**src/glbl_map_pkg.sv**
```systemverilog
// ----------------------------
// Global register map package
// Word indices, reset values, chip ID and control bit positions
// ----------------------------
`default_nettype none

package glbl_map_pkg;

  // ----------------------------
  // Register word indices
  // ----------------------------
  // Indices 8 to 15 are unmapped and read as zero
  typedef enum logic [3:0] {
    idx_chip_id   = 4'd0,
    idx_glbl_ctrl = 4'd1,
    idx_core_cfg  = 4'd2,
    idx_irq_mask  = 4'd3,
    idx_irq_stat  = 4'd4,
    idx_mux_sel   = 4'd5,
    idx_scratch_0 = 4'd6,
    idx_scratch_1 = 4'd7
  } reg_idx_e;

  // ----------------------------
  // Chip identification
  // ----------------------------
  // Manufacturer code, ASCII "RC"
  localparam logic [15:0] chip_manu_id   = 16'h5243;
  localparam logic [3:0]  chip_num_cores = 4'h1;
  localparam logic [3:0]  chip_num       = 4'h2;
  localparam logic [7:0]  chip_rev       = 8'h01;
  localparam logic [31:0] chip_id_val    = {chip_manu_id, chip_num_cores, chip_num, chip_rev};

  // Scratch reset values
  // ASCII "RISC" in scratch 0, firmware revision 1.0 in scratch 1
  localparam logic [31:0] scratch_0_rst = 32'h5249_5343;
  localparam logic [31:0] scratch_1_rst = 32'h0001_0000;

  // ----------------------------
  // glbl_ctrl bit positions
  // ----------------------------
  // All resets active low, so zero holds the block in reset
  localparam int rst_bit_core1    = 9;
  localparam int rst_bit_core0    = 8;
  localparam int rst_bit_qspi     = 6;
  localparam int rst_bit_spi      = 5;
  localparam int rst_bit_uart0    = 4;
  localparam int rst_bit_uart1    = 3;
  localparam int rst_bit_i2c      = 2;
  localparam int rst_bit_usb      = 1;
  localparam int rst_bit_cpu_intf = 0;
  localparam int num_periph_rst   = 7;

  // Low bit of 16-bit core configuration field
  localparam int core_cfg_lsb = 16;

endpackage

`default_nettype wire

```
**src/glbl_irq_pkg.sv**
```systemverilog
// ----------------------------
// Interrupt and bridge package
// Status layout and bus bridge state type
// ----------------------------
`default_nettype none

package glbl_irq_pkg;

  // Hardware interrupt sources
  localparam int num_hw_irq = 8;

  // Positions within the hardware vector
  localparam int hw_irq_timer_lsb = 0;
  localparam int hw_irq_i2c       = 3;
  localparam int hw_irq_usb       = 4;
  localparam int hw_irq_ext_lsb   = 5;
  localparam int hw_irq_gpio      = 7;

  // Software owned status bits, above the hardware byte
  localparam int soft_irq_bit = 8;
  localparam int user_irq_lsb = 9;
  localparam int stat_width   = 12;

  // Wishbone bridge FSM states
  typedef enum logic [1:0] {
    idle = 2'd0,
    busy = 2'd1,
    done = 2'd2
  } bridge_state_e;

endpackage

`default_nettype wire

```
**src/byte_en_reg.sv**
```systemverilog
// ----------------------------
// 32-bit register, byte write enables
// ----------------------------
`timescale 1ns/1ns
`default_nettype none

module byte_en_reg #(
  parameter logic [31:0] rst_val = 32'h0
) (
  input  logic        mclk,
  input  logic        h_reset_n,
  input  logic        wr_en,
  input  logic [3:0]  be,
  input  logic [31:0] wdata,
  output logic [31:0] rdata
);

  // Each byte loads on its own enable
  always_ff @(posedge mclk or negedge h_reset_n) begin
    if (!h_reset_n) begin
      rdata <= rst_val;
    end else begin
      for (int i = 0; i < 4; i++) begin
        if (wr_en && be[i]) begin
          rdata[i*8 +: 8] <= wdata[i*8 +: 8];
        end
      end
    end
  end

endmodule

`default_nettype wire

```
**src/intr_stat_reg.sv**
```systemverilog
// ----------------------------
// Sticky hardware interrupt status
// Write one to clear, hardware set wins
// ----------------------------
`timescale 1ns/1ns
`default_nettype none

module intr_stat_reg import glbl_irq_pkg::*; (
  input  logic                  mclk,
  input  logic                  h_reset_n,
  input  logic                  clr_en,
  input  logic [num_hw_irq-1:0] clr_data,
  input  logic [num_hw_irq-1:0] hw_irq,
  output logic [num_hw_irq-1:0] stat
);

  // Bits to drop this cycle
  logic [num_hw_irq-1:0] clr_mask;
  assign clr_mask = {num_hw_irq{clr_en}} & clr_data;

  // ----------------------------
  // Status update
  // ----------------------------
  // Level sampled inputs, set applied after clear
  always_ff @(posedge mclk or negedge h_reset_n) begin
    if (!h_reset_n) begin
      stat <= '0;
    end else begin
      stat <= (stat & ~clr_mask) | hw_irq;
    end
  end

endmodule

`default_nettype wire

```
**src/wb_reg_bridge.sv**
```systemverilog
// ----------------------------
// Wishbone classic slave bridge
// One bus cycle becomes one register access
// ----------------------------
`timescale 1ns/1ns
`default_nettype none

module wb_reg_bridge import glbl_irq_pkg::*; (
  input  logic        mclk,
  input  logic        h_reset_n,
  // Wishbone slave side
  input  logic        wb_cyc,
  input  logic        wb_stb,
  input  logic        wb_we,
  input  logic [5:0]  wb_adr,
  input  logic [3:0]  wb_sel,
  input  logic [31:0] wb_dat_i,
  output logic [31:0] wb_dat_o,
  output logic        wb_ack,
  // Register bus side
  output logic        reg_cs,
  output logic        reg_wr,
  output logic [3:0]  reg_addr,
  output logic [31:0] reg_wdata,
  output logic [3:0]  reg_be,
  input  logic [31:0] reg_rdata,
  input  logic        reg_ack
);

  bridge_state_e state;

  // Request seen in idle
  logic req_start;
  assign req_start = (state == idle) && wb_cyc && wb_stb;

  // ----------------------------
  // Control FSM
  // ----------------------------
  always_ff @(posedge mclk or negedge h_reset_n) begin
    if (!h_reset_n) begin
      state  <= idle;
      reg_cs <= 1'b0;
      wb_ack <= 1'b0;
    end else begin
      // Ack is a single cycle pulse
      wb_ack <= 1'b0;
      case (state)
        idle: begin
          if (req_start) begin
            reg_cs <= 1'b1;
            state  <= busy;
          end
        end
        busy: begin
          // Hold request until register file answers
          if (reg_ack) begin
            reg_cs <= 1'b0;
            wb_ack <= 1'b1;
            state  <= done;
          end
        end
        done: begin
          // Wait for strobe to drop, no second ack
          if (!wb_stb) begin
            state <= idle;
          end
        end
        default: begin
          reg_cs <= 1'b0;
          state  <= idle;
        end
      endcase
    end
  end

  // Request fields, latched once per cycle
  always_ff @(posedge mclk) begin
    if (req_start) begin
      reg_wr    <= wb_we;
      reg_addr  <= wb_adr[5:2];
      reg_wdata <= wb_dat_i;
      reg_be    <= wb_sel;
    end
  end

  // Read data returned with the ack
  always_ff @(posedge mclk) begin
    if (state == busy && reg_ack) begin
      wb_dat_o <= reg_rdata;
    end
  end

endmodule

`default_nettype wire

```
**src/glbl_reg.sv**
```systemverilog
// ----------------------------
// Global register file
// Decode, read mux, ack, reset and interrupt outputs
// ----------------------------
`timescale 1ns/1ns
`default_nettype none

module glbl_reg import glbl_map_pkg::*; import glbl_irq_pkg::*; (
  input  logic                      mclk,
  input  logic                      h_reset_n,
  // Register bus
  input  logic                      reg_cs,
  input  logic                      reg_wr,
  input  logic [3:0]                reg_addr,
  input  logic [31:0]               reg_wdata,
  input  logic [3:0]                reg_be,
  output logic [31:0]               reg_rdata,
  output logic                      reg_ack,
  // Hardware interrupt vector
  input  logic [num_hw_irq-1:0]     hw_irq,
  // Control outputs
  output logic [1:0]                core_rst_n,
  output logic [num_periph_rst-1:0] periph_rst_n,
  output logic [15:0]               core_cfg,
  output logic [31:0]               mux_sel,
  output logic [num_hw_irq-1:0]     irq_lines,
  output logic                      soft_irq,
  output logic [2:0]                user_irq
);

  // ----------------------------
  // Access qualification
  // ----------------------------
  // Access happens on the edge where reg_ack rises
  logic acc_en;
  logic acc_wr;
  assign acc_en = reg_cs && !reg_ack;
  assign acc_wr = acc_en && reg_wr;

  // One-hot write strobes per word index
  logic [15:0] wr_dec;
  always_comb begin
    wr_dec = '0;
    if (acc_wr) begin
      wr_dec[reg_addr] = 1'b1;
    end
  end

  // Register contents
  logic [31:0] glbl_ctrl_q;
  logic [31:0] core_cfg_q;
  logic [31:0] irq_mask_q;
  logic [31:0] mux_sel_q;
  logic [31:0] scratch_0_q;
  logic [31:0] scratch_1_q;
  logic [num_hw_irq-1:0] hw_stat;
  logic                  soft_bit;
  logic [2:0]            user_bits;
  logic [stat_width-1:0] stat_word;
  logic [31:0]           rd_mux;

  // ----------------------------
  // Plain byte-enabled registers
  // ----------------------------
  // Reset and core config
  byte_en_reg #(.rst_val(32'h0)) u_glbl_ctrl (
    .mclk      (mclk),
    .h_reset_n (h_reset_n),
    .wr_en     (wr_dec[idx_glbl_ctrl]),
    .be        (reg_be),
    .wdata     (reg_wdata),
    .rdata     (glbl_ctrl_q)
  );

  byte_en_reg #(.rst_val(32'h0)) u_core_cfg (
    .mclk      (mclk),
    .h_reset_n (h_reset_n),
    .wr_en     (wr_dec[idx_core_cfg]),
    .be        (reg_be),
    .wdata     (reg_wdata),
    .rdata     (core_cfg_q)
  );

  // Interrupt mask, same layout as status
  byte_en_reg #(.rst_val(32'h0)) u_irq_mask (
    .mclk      (mclk),
    .h_reset_n (h_reset_n),
    .wr_en     (wr_dec[idx_irq_mask]),
    .be        (reg_be),
    .wdata     (reg_wdata),
    .rdata     (irq_mask_q)
  );

  // Pin function select
  byte_en_reg #(.rst_val(32'h0)) u_mux_sel (
    .mclk      (mclk),
    .h_reset_n (h_reset_n),
    .wr_en     (wr_dec[idx_mux_sel]),
    .be        (reg_be),
    .wdata     (reg_wdata),
    .rdata     (mux_sel_q)
  );

  // Software scratch words
  byte_en_reg #(.rst_val(scratch_0_rst)) u_scratch_0 (
    .mclk      (mclk),
    .h_reset_n (h_reset_n),
    .wr_en     (wr_dec[idx_scratch_0]),
    .be        (reg_be),
    .wdata     (reg_wdata),
    .rdata     (scratch_0_q)
  );

  byte_en_reg #(.rst_val(scratch_1_rst)) u_scratch_1 (
    .mclk      (mclk),
    .h_reset_n (h_reset_n),
    .wr_en     (wr_dec[idx_scratch_1]),
    .be        (reg_be),
    .wdata     (reg_wdata),
    .rdata     (scratch_1_q)
  );

  // ----------------------------
  // Interrupt status
  // ----------------------------
  // Hardware byte, W1C through byte 0
  intr_stat_reg u_irq_stat (
    .mclk      (mclk),
    .h_reset_n (h_reset_n),
    .clr_en    (wr_dec[idx_irq_stat] && reg_be[0]),
    .clr_data  (reg_wdata[num_hw_irq-1:0]),
    .hw_irq    (hw_irq),
    .stat      (hw_stat)
  );

  // Soft and user bits live in byte 1, written directly
  always_ff @(posedge mclk or negedge h_reset_n) begin
    if (!h_reset_n) begin
      soft_bit  <= 1'b0;
      user_bits <= 3'b0;
    end else if (wr_dec[idx_irq_stat] && reg_be[1]) begin
      soft_bit  <= reg_wdata[soft_irq_bit];
      user_bits <= reg_wdata[user_irq_lsb +: 3];
    end
  end

  always_comb begin
    stat_word                     = '0;
    stat_word[num_hw_irq-1:0]     = hw_stat;
    stat_word[soft_irq_bit]       = soft_bit;
    stat_word[user_irq_lsb +: 3]  = user_bits;
  end

  // Masked lines to the core
  assign irq_lines = irq_mask_q[num_hw_irq-1:0] & stat_word[num_hw_irq-1:0];
  assign soft_irq  = irq_mask_q[soft_irq_bit] & stat_word[soft_irq_bit];
  assign user_irq  = irq_mask_q[user_irq_lsb +: 3] & stat_word[user_irq_lsb +: 3];

  // ----------------------------
  // Control outputs
  // ----------------------------
  assign core_rst_n = {glbl_ctrl_q[rst_bit_core1], glbl_ctrl_q[rst_bit_core0]};

  always_comb begin
    periph_rst_n                   = '0;
    periph_rst_n[rst_bit_qspi]     = glbl_ctrl_q[rst_bit_qspi];
    periph_rst_n[rst_bit_spi]      = glbl_ctrl_q[rst_bit_spi];
    periph_rst_n[rst_bit_uart0]    = glbl_ctrl_q[rst_bit_uart0];
    periph_rst_n[rst_bit_uart1]    = glbl_ctrl_q[rst_bit_uart1];
    periph_rst_n[rst_bit_i2c]      = glbl_ctrl_q[rst_bit_i2c];
    periph_rst_n[rst_bit_usb]      = glbl_ctrl_q[rst_bit_usb];
    periph_rst_n[rst_bit_cpu_intf] = glbl_ctrl_q[rst_bit_cpu_intf];
  end

  assign core_cfg = core_cfg_q[core_cfg_lsb +: 16];
  assign mux_sel  = mux_sel_q;

  // ----------------------------
  // Read path
  // ----------------------------
  // Unmapped indices read zero
  always_comb begin
    case (reg_addr)
      idx_chip_id:   rd_mux = chip_id_val;
      idx_glbl_ctrl: rd_mux = glbl_ctrl_q;
      idx_core_cfg:  rd_mux = core_cfg_q;
      idx_irq_mask:  rd_mux = irq_mask_q;
      idx_irq_stat:  rd_mux = 32'(stat_word);
      idx_mux_sel:   rd_mux = mux_sel_q;
      idx_scratch_0: rd_mux = scratch_0_q;
      idx_scratch_1: rd_mux = scratch_1_q;
      default:       rd_mux = 32'h0;
    endcase
  end

  // One cycle ack per chip select
  always_ff @(posedge mclk or negedge h_reset_n) begin
    if (!h_reset_n) begin
      reg_ack <= 1'b0;
    end else begin
      reg_ack <= acc_en;
    end
  end

  // Read data captured with the ack
  always_ff @(posedge mclk) begin
    if (acc_en) begin
      reg_rdata <= rd_mux;
    end
  end

endmodule

`default_nettype wire

```
**src/glbl_ctrl_top.sv**
```systemverilog
// ----------------------------
// Global control block top
// Wishbone bridge plus register file
// ----------------------------
`timescale 1ns/1ns
`default_nettype none

module glbl_ctrl_top import glbl_map_pkg::*; import glbl_irq_pkg::*; (
  input  logic                      mclk,
  input  logic                      h_reset_n,
  // Wishbone slave
  input  logic                      wb_cyc,
  input  logic                      wb_stb,
  input  logic                      wb_we,
  input  logic [5:0]                wb_adr,
  input  logic [3:0]                wb_sel,
  input  logic [31:0]               wb_dat_i,
  output logic [31:0]               wb_dat_o,
  output logic                      wb_ack,
  // Interrupt sources
  input  logic [1:0]                ext_intr,
  input  logic [2:0]                timer_intr,
  input  logic                      i2cm_intr,
  input  logic                      usb_intr,
  input  logic                      gpio_intr,
  // Control outputs
  output logic [1:0]                core_rst_n,
  output logic [num_periph_rst-1:0] periph_rst_n,
  output logic [15:0]               core_cfg,
  output logic [31:0]               mux_sel,
  output logic [num_hw_irq-1:0]     irq_lines,
  output logic                      soft_irq,
  output logic [2:0]                user_irq
);

  // Register bus
  logic        reg_cs;
  logic        reg_wr;
  logic [3:0]  reg_addr;
  logic [31:0] reg_wdata;
  logic [3:0]  reg_be;
  logic [31:0] reg_rdata;
  logic        reg_ack;

  // Hardware vector in status bit order
  logic [num_hw_irq-1:0] hw_irq;
  assign hw_irq[hw_irq_timer_lsb +: 3] = timer_intr;
  assign hw_irq[hw_irq_i2c]            = i2cm_intr;
  assign hw_irq[hw_irq_usb]            = usb_intr;
  assign hw_irq[hw_irq_ext_lsb +: 2]   = ext_intr;
  assign hw_irq[hw_irq_gpio]           = gpio_intr;

  wb_reg_bridge u_bridge (
    .mclk      (mclk),
    .h_reset_n (h_reset_n),
    .wb_cyc    (wb_cyc),
    .wb_stb    (wb_stb),
    .wb_we     (wb_we),
    .wb_adr    (wb_adr),
    .wb_sel    (wb_sel),
    .wb_dat_i  (wb_dat_i),
    .wb_dat_o  (wb_dat_o),
    .wb_ack    (wb_ack),
    .reg_cs    (reg_cs),
    .reg_wr    (reg_wr),
    .reg_addr  (reg_addr),
    .reg_wdata (reg_wdata),
    .reg_be    (reg_be),
    .reg_rdata (reg_rdata),
    .reg_ack   (reg_ack)
  );

  glbl_reg u_glbl_reg (
    .mclk         (mclk),
    .h_reset_n    (h_reset_n),
    .reg_cs       (reg_cs),
    .reg_wr       (reg_wr),
    .reg_addr     (reg_addr),
    .reg_wdata    (reg_wdata),
    .reg_be       (reg_be),
    .reg_rdata    (reg_rdata),
    .reg_ack      (reg_ack),
    .hw_irq       (hw_irq),
    .core_rst_n   (core_rst_n),
    .periph_rst_n (periph_rst_n),
    .core_cfg     (core_cfg),
    .mux_sel      (mux_sel),
    .irq_lines    (irq_lines),
    .soft_irq     (soft_irq),
    .user_irq     (user_irq)
  );

endmodule

`default_nettype wire

```
**config.mk**
```make
export PLATFORM = sky130hd
export DESIGN_NAME = glbl_ctrl_top
export DESIGN_NICKNAME = d
export VERILOG_FILES = /design/src/glbl_map_pkg.sv /design/src/glbl_irq_pkg.sv /design/src/byte_en_reg.sv /design/src/intr_stat_reg.sv /design/src/wb_reg_bridge.sv /design/src/glbl_reg.sv /design/src/glbl_ctrl_top.sv
export SDC_FILE = /design/constraint.sdc
export NUM_CORES = 1
export LEC_CHECK = 0
export BUFFER_PORTS_ARGS = -buffer_cell sky130_fd_sc_hd__buf_2
export CORE_AREA = 5 5 213 215
export CTS_BUF_LIST = sky130_fd_sc_hd__clkbuf_8
export DETAILED_ROUTE_END_ITERATION = 10
export DIE_AREA = 0 0 218 220
export PLACE_DENSITY = 0.49
export SLEW_MARGIN = 5
export SYNTH_ARGS = -nofsm -noshare
export SYNTH_HDL_FRONTEND = slang
export SYNTH_HIERARCHICAL = 1
export SYNTH_SLANG_ARGS = --single-unit
export TNS_END_PERCENT = 100
```
**constraint.sdc**
```tcl
create_clock -name mclk -period 3.5 [get_ports mclk]
set_clock_uncertainty 0.05 [all_clocks]
set_input_delay 0.7 -clock mclk [delete_from_list [all_inputs] [get_ports mclk]]
set_output_delay 0.7 -clock mclk [all_outputs]
set_load 0.01 [all_outputs]
```
# Word level (Yosys, flattened, before mapping)
# Cells that the tools add are included.
[word_totals] regBits=314 word_cells=109
[op_classes] magnitude_cmp=2 eq_ne=12 muxes=13 n_bitwise=8 reduce_logical=37
[op_table] op="32-bit case mux with 8 select lines" n=1
[op_table] op="1-bit logical AND" n=32
[op_table] op="8-bit AND" n=3
[op_table] op="4-bit by 3-bit equality test with 1-bit output (second input constant)" n=4
[op_table] op="4-bit by 2-bit equality test with 1-bit output (second input constant)" n=2
[op_table] op="8-bit 2-to-1 mux" n=1
[op_table] op="8-bit NOT" n=1
[op_table] op="8-bit OR" n=1
[op_table] op="2-bit 2-to-1 mux" n=3
[op_table] op="2-bit case mux with 3 select lines" n=1
[op_table] op="3-bit AND reduction" n=2
[op_table] op="4-bit by 5-bit < comparator with 1-bit output (second input constant)" n=1
[op_table] op="1-bit 2-to-1 mux" n=5
[op_table] op="1-bit demux with 4-bit select" n=1
[op_table] op="4-bit by 1-bit equality test with 1-bit output (second input constant)" n=1
[op_table] op="4-bit by 1-bit >= comparator with 1-bit output (second input constant)" n=1
[op_table] op="4-bit zero test" n=1
[op_table] op="2-bit by 1-bit != test with 1-bit output (second input constant)" n=2
[op_table] op="3-bit AND" n=1
[op_table] op="1-bit case mux with 3 select lines" n=1
[op_table] op="2-bit by 1-bit equality test with 1-bit output (second input constant)" n=1
[op_table] op="2-bit equality test (second input constant)" n=1
[op_table] op="2-bit zero test" n=1
[op_table] op="2-bit != test (second input constant)" n=1
[op_table] op="other kinds (3)" n=3

# Longest topological paths before layout
[logic_depth] depth_word=10 mapped_depth=7

# Cells and area by module
# Netlist, hierarchy kept.
[by_module_without_submodules] module="byte_en_reg (u_glbl_reg.u_core_cfg ...)" n_inst=4 cells_per_inst=68 area_each_um2=1186.1 seq_area_each_um2=800.8
[by_module_without_submodules] module="glbl_reg" n_inst=1 cells_per_inst=301 area_each_um2=3042.9 seq_area_each_um2=1086.0
[by_module_without_submodules] module="wb_reg_bridge" n_inst=1 cells_per_inst=86 area_each_um2=2373.5 seq_area_each_um2=2292.2
[by_module_without_submodules] module="byte_en_reg (u_glbl_reg.u_scratch_0)" n_inst=1 cells_per_inst=68 area_each_um2=1202.4 seq_area_each_um2=817.0
[by_module_without_submodules] module="byte_en_reg (u_glbl_reg.u_scratch_1)" n_inst=1 cells_per_inst=68 area_each_um2=1187.4 seq_area_each_um2=802.0
[by_module_without_submodules] module="intr_stat_reg" n_inst=1 cells_per_inst=25 area_each_um2=297.8 seq_area_each_um2=200.2

# Least setup slack after synthesis
# Ideal clock, no wire load.
[synth_path] path_type="input to register" startpoint="input wb_cyc" endpoint="register u_bridge.reg_addr[0], enable pin" setup_time_ps=421 arrival_ps=2184 required_ps=3029 setup_slack_ps=845 cell_stages=1 path_buffers=0 cell_sequence="nor4bb_4"
[synth_via] elab_chain_cells=2
[synth_lines] element="start: declaration" line_no="glbl_ctrl_top.sv:12" source="input logic wb_cyc,"
[synth_lines] element="1-bit logical AND (2 in a row)" line_no="wb_reg_bridge.sv:34" source="assign req_start = (state == idle) && wb_cyc && wb_stb;"
[synth_lines] element="end signal: assignment" line_no="wb_reg_bridge.sv:80" source="reg_addr <= wb_adr[5:2];"
[synth_lines] element="end: declaration" line_no="wb_reg_bridge.sv:23" source="output logic [3:0] reg_addr,"
# No other way between the ends.
# A chain may end at the register's enable or synchronous reset.

# Worst setup path in the final report
[layout_path] startpoint="register u_bridge.reg_addr[2]" endpoint="register u_glbl_reg.u_mux_sel.rdata[19]"
[layout_via] elab_chain_cells=6 elab_cells_between_ends=7 cone_classes="2 x order compare; 3 x mux; 2 x reduce/logical"
[layout_lines] element="4-bit by 5-bit < comparator with 1-bit output (implied by the code) / 4-bit by 1-bit >= comparator with 1-bit output (equally long branches)" line_no="glbl_reg.sv:45" source="wr_dec[reg_addr] = 1'b1;"
[layout_lines] element="1-bit logical AND (implied by the code)" line_no="glbl_reg.sv:45"
[layout_lines] element="1-bit 2-to-1 mux (implied by the code)" line_no="glbl_reg.sv:45"
[layout_lines] element="1-bit demux with 4-bit select (*)"
[layout_lines] element="8-bit 2-to-1 mux (*)" line_no="glbl_reg.sv:44" source="if (acc_wr) begin"
[layout_lines] element="named net u_glbl_reg.wr_dec[5]" line_no="glbl_reg.sv:41" source="logic [15:0] wr_dec;"
[layout_lines] element="1-bit logical AND (*)" line_no="byte_en_reg.sv:24" source="if (wr_en && be[i]) begin"
[layout_lines] element="end signal: assignment" line_no="byte_en_reg.sv:21" source="rdata <= rst_val;"
[layout_lines] element="end signal: indexed assignment" line_no="byte_en_reg.sv:25" source="rdata[i*8 +: 8] <= wdata[i*8 +: 8];"
[layout_lines] element="end: declaration" line_no="byte_en_reg.sv:15" source="output logic [31:0] rdata"
# Mark *: on every way through the listed nets, which the timed path passes. The rest lies on a longest branch.

==> results.py <==
metrics = {
    "outcome": {
        "status": "finished, final reports clean",
    },
    "cts": {
        "clkTransAtPathRegs_ns": 0.06,
        "insertion_delay_ns": 0.65,
        "cts_tree": "done",
        "h-tree-depth": 2,
        "post_cts_resized": 0,
        "ctsHoldBuffers": 0,
        "clock_sinks": 314,
        "cts_root_buf": "clkbuf_8",
        "cts_max_path_buffers": 3,
        "cts_buffers": 54,
        "postCtsSetupRepairBufs": 0,
    },
    "worst_setup_path": {
        "cp_max_fo": 26,
        "critPathMaxStageDelay_ns": 0.65,
        "r2r_end": "u_glbl_reg/u_mux_sel/rdata[19]",
        "path_cells": "buf_4 > nand2b_1 > nor4_1 > buf_4 > nand2_2 > mux2_2",
        "crit_type": "register to register",
        "rrSetupSlack_ns": 0.96,
        "worstPathArrival_ns": 3.02,
        "r2r_start": "u_bridge/reg_addr[2]",
        "r2r_cells": 6,
        "end_kind": "register",
        "slowest_stage": "nor4_1",
        "cp.required_ns": 3.98,
        "cp-start-kind": "register",
        "worst_path_most_repeated_cell": "buf_4",
    },
    "route": {
        "ant_nets": 0,
        "drc": 0,
        "vias": 7828,
        "wl_per_cell_um": 22.12,
        "drt-pass1-iter-count": 4,
        "post_drt_via_cell_ratio": 4.676,
        "wirelength_um": 37030,
        "dr.first_iter.drc_count": 383,
    },
    "synth": {
        "synth.distinct_cells": 50,
        "synth_top_area_share_pct": 37.98,
        "yosys_warnings": 6,
        "ys_async_sr_fraction_pct": 66.56,
        "avgSynthCellArea_um2": 15.67,
        "post_synth_instance_area_um2": 12850,
        "syn_inst": 820,
        "synth_seq_cells": 314,
        "yosys.area.top_type": "dfrtp_1",
        "ys.flop_type": "dfrtp_1",
        "syn-num-nets": 875,
        "synth_edf_count": 105,
        "synth_seq_area_share_pct": 65.38,
        "synthTopCellsByArea": "dfrtp_1 (38%), edfxtp_1 (25%), mux2_2 (20%)",
    },
    "timing": {
        "maxSlewHeadroom_pct": 44.02,
        "hold_ws_ns": 0.03064,
        "drv_slew": 0,
        "fin_crit_ns": 2.536,
        "finalSetupTns_ns": 0,
        "tightest_slew_ns": 0.8292,
        "finalCritPeriodShare_pct": 72.45,
        "fmax_ghz": 0.3943,
        "hold_viol_final": 0,
        "finalSetupViolCount": 0,
        "rsz0062_at_grt": "no",
    },
    "power": {
        "p_sw_uw": 3489,
        "p_int_uw": 8119,
        "vdd_drop_max_uv": 231.4,
        "power_density_nw_per_um2": 748.8,
        "seqPwrFrac_pct": 50.4,
        "leakage_uw": 0.006922,
        "share_comb_of_total_power_pct": 21.5,
        "switching_share_pct": 30.06,
        "clkPwrFrac_pct": 28.0,
    },
    "global_routing": {
        "grt_max_degree": 67,
        "first_global_vias": 8348,
        "gr-usage-all-layers_pct": 15.32,
        "antenna_found_initial": 2,
        "grt-ovfl-total": 0,
        "grt_pass1_wl_um": 54700,
    },
    "floorplan": {
        "rows": 77,
        "die_h_um": 220,
        "ioPinCount": 157,
        "die_w_um": 218,
        "die_area_um2": 47960,
        "start_util_pct": 29.51,
        "core-area_um2": 43550,
    },
    "hold_path": {
        "hold_path.class": "input port to asynchronous set/reset pin",
    },
    "run": {
        "maxCapViolCount": 0,
    },
    "finish": {
        "layout_commonest_cell": "mux2_2",
        "nFillCells": 4356,
        "regArea_um2": 8401,
        "multi_input_area_um2": 4249,
        "layout-drive-gt1-share_pct": 50.23,
        "final_cell_mix": "mux2_2 (233), dfrtp_1 (195), buf_2 (153), edfxtp_1 (105), clkbuf_8 (61)",
        "syn_to_final_growth_pct": 20.65,
        "finalNetCount": 1089,
    },
    "place": {
        "numPortBuffers": 154,
        "hpwlAfterDp_um": 23790,
        "place.gp.congestion": 0.7427,
    },
}
power by group through the flow:
| stage | sequential, µW | combinational, µW | clock [µW] |
|---|---|---|---|
| global placement | 5890 | 2510 | 0 |
| detailed placement | 5930 | 2550 | 0 |
| floorplan | 5860 | 1420 | 0 |
| global route | 6000 | 2740 | 3550 |
| CTS | 5870 | 2560 | 3380 |
| finish | 5850 | 2500 | 3250 |
flip-flops by register name, summed over array words and instances (netlist names), 2 cells and up:
signal	flops
u_bridge/wb_dat_o	32
u_bridge/reg_be	4
u_glbl_reg/u_mux_sel/rdata	32
u_bridge/reg_wdata	32
u_glbl_reg/user_bits	3
u_glbl_reg/u_irq_stat/stat	8
u_glbl_reg/u_core_cfg/rdata	32
u_glbl_reg/u_scratch_1/rdata	32
u_bridge/reg_addr	4
u_bridge/state	2
u_glbl_reg/u_irq_mask/rdata	32
u_glbl_reg/u_glbl_ctrl/rdata	32
u_glbl_reg/u_scratch_0/rdata	32
u_glbl_reg/reg_rdata	32
cell families after synthesis:
logic type	count (synthesis)	synth area share (%)
AO/OA/AOI/OAI	116	6.827
multiplexers	238	20.81
AND/OR/NAND/NOR	121	5.366
flip-flops	314	65.38
buffers and inverters	31	1.616
worst max-delay path, delay by kind of cell, from the launching register on:
| family | cells | cell delay, ns |
|---|---|---|
| buffers and inverters | 2 | 0.58 |
| flip-flops | 1 | 0.33 |
| multiplexers | 1 | 0.35 |
| AND/OR/NAND/NOR | 3 | 1.10 |
cell type report:
class,instances,share of cell area [%]
Clock inverter,41,1.461
Sequential cell,314,54.19
Clock buffer,60,5.327
Inverter,4,0.09685
Multi-Input combinational cell,475,27.41
Timing Repair Buffer,185,6.691
Tap cell,592,4.778
Antenna cell,3,0.04843
cell usage after synthesis (2+ instances only):
library cell	n
a22oi_1	40
nand3_1	4
a211o_1	4
edfxtp_1	105
clkbuf_1	4
a21o_1	9
dfstp_2	14
dfrtp_1	195
nor2_1	11
mux2_2	233
nor2b_1	8
a21oi_1	10
buf_4	3
nor2_4	2
a22o_2	9
a222oi_1	10
nand2_1	31
o311ai_0	2
o21ai_0	11
buf_6	6
nand2_2	24
and2_1	14
o21ai_1	3
clkbuf_8	2
nor4_1	2
a221oi_1	2
buf_2	12
inv_1	4
mux2i_1	5
nand2b_1	6
o211ai_1	7
nor3_1	7
a32oi_1	3
nand3b_1	2
worst max-delay path by stage:
stage / end / startpoint / cells after the start
3_5_place_dp: u_glbl_reg/u_mux_sel/rdata[19] / u_bridge/reg_addr[2] / 6
2_1_floorplan: u_bridge/reg_addr[0] / wb_cyc / 1
5_1_grt: u_glbl_reg/u_mux_sel/rdata[19] / u_bridge/reg_addr[2] / 6
3_3_place_gp: u_glbl_reg/u_mux_sel/rdata[20] / u_bridge/reg_addr[1] / 5
4_1_cts: u_glbl_reg/u_mux_sel/rdata[23] / u_bridge/reg_addr[2] / 6
6_report: u_glbl_reg/u_mux_sel/rdata[19] / u_bridge/reg_addr[2] / 6
per-layer routing:
metal | up-vias | GRT usage (%) | part of all wire [%]
li1 | 3560 | - | -
met1 | 4024 | 20.72 | 46
met2 | 175 | 24.04 | 46
met3 | 69 | 4.328 | 5.6
met4 | 0 | 4.752 | 2.5
met5 | - | 0 | 0
per-stage QoR:
| stage | cell area, µm² | setup WS, ns | util (%) | total power, µW | std cells |
|---|---|---|---|---|---|
| floorplan | 12850 | 0.8451 | - | 7279 | 820 |
| global placement | 14440 | 0.9709 | 33.17 | 8397 | 1570 |
| detailed placement | 14440 | 0.9777 | 33.17 | 8477 | 1570 |
| CTS | 15490 | 0.9662 | 35.58 | 11800 | 1671 |
| global route | 15500 | 0.7705 | 35.59 | 12290 | 1672 |
| finish | 15500 | 0.9641 | 35.60 | 11610 | 1674 |
Power figures use the tool's default switching activity.
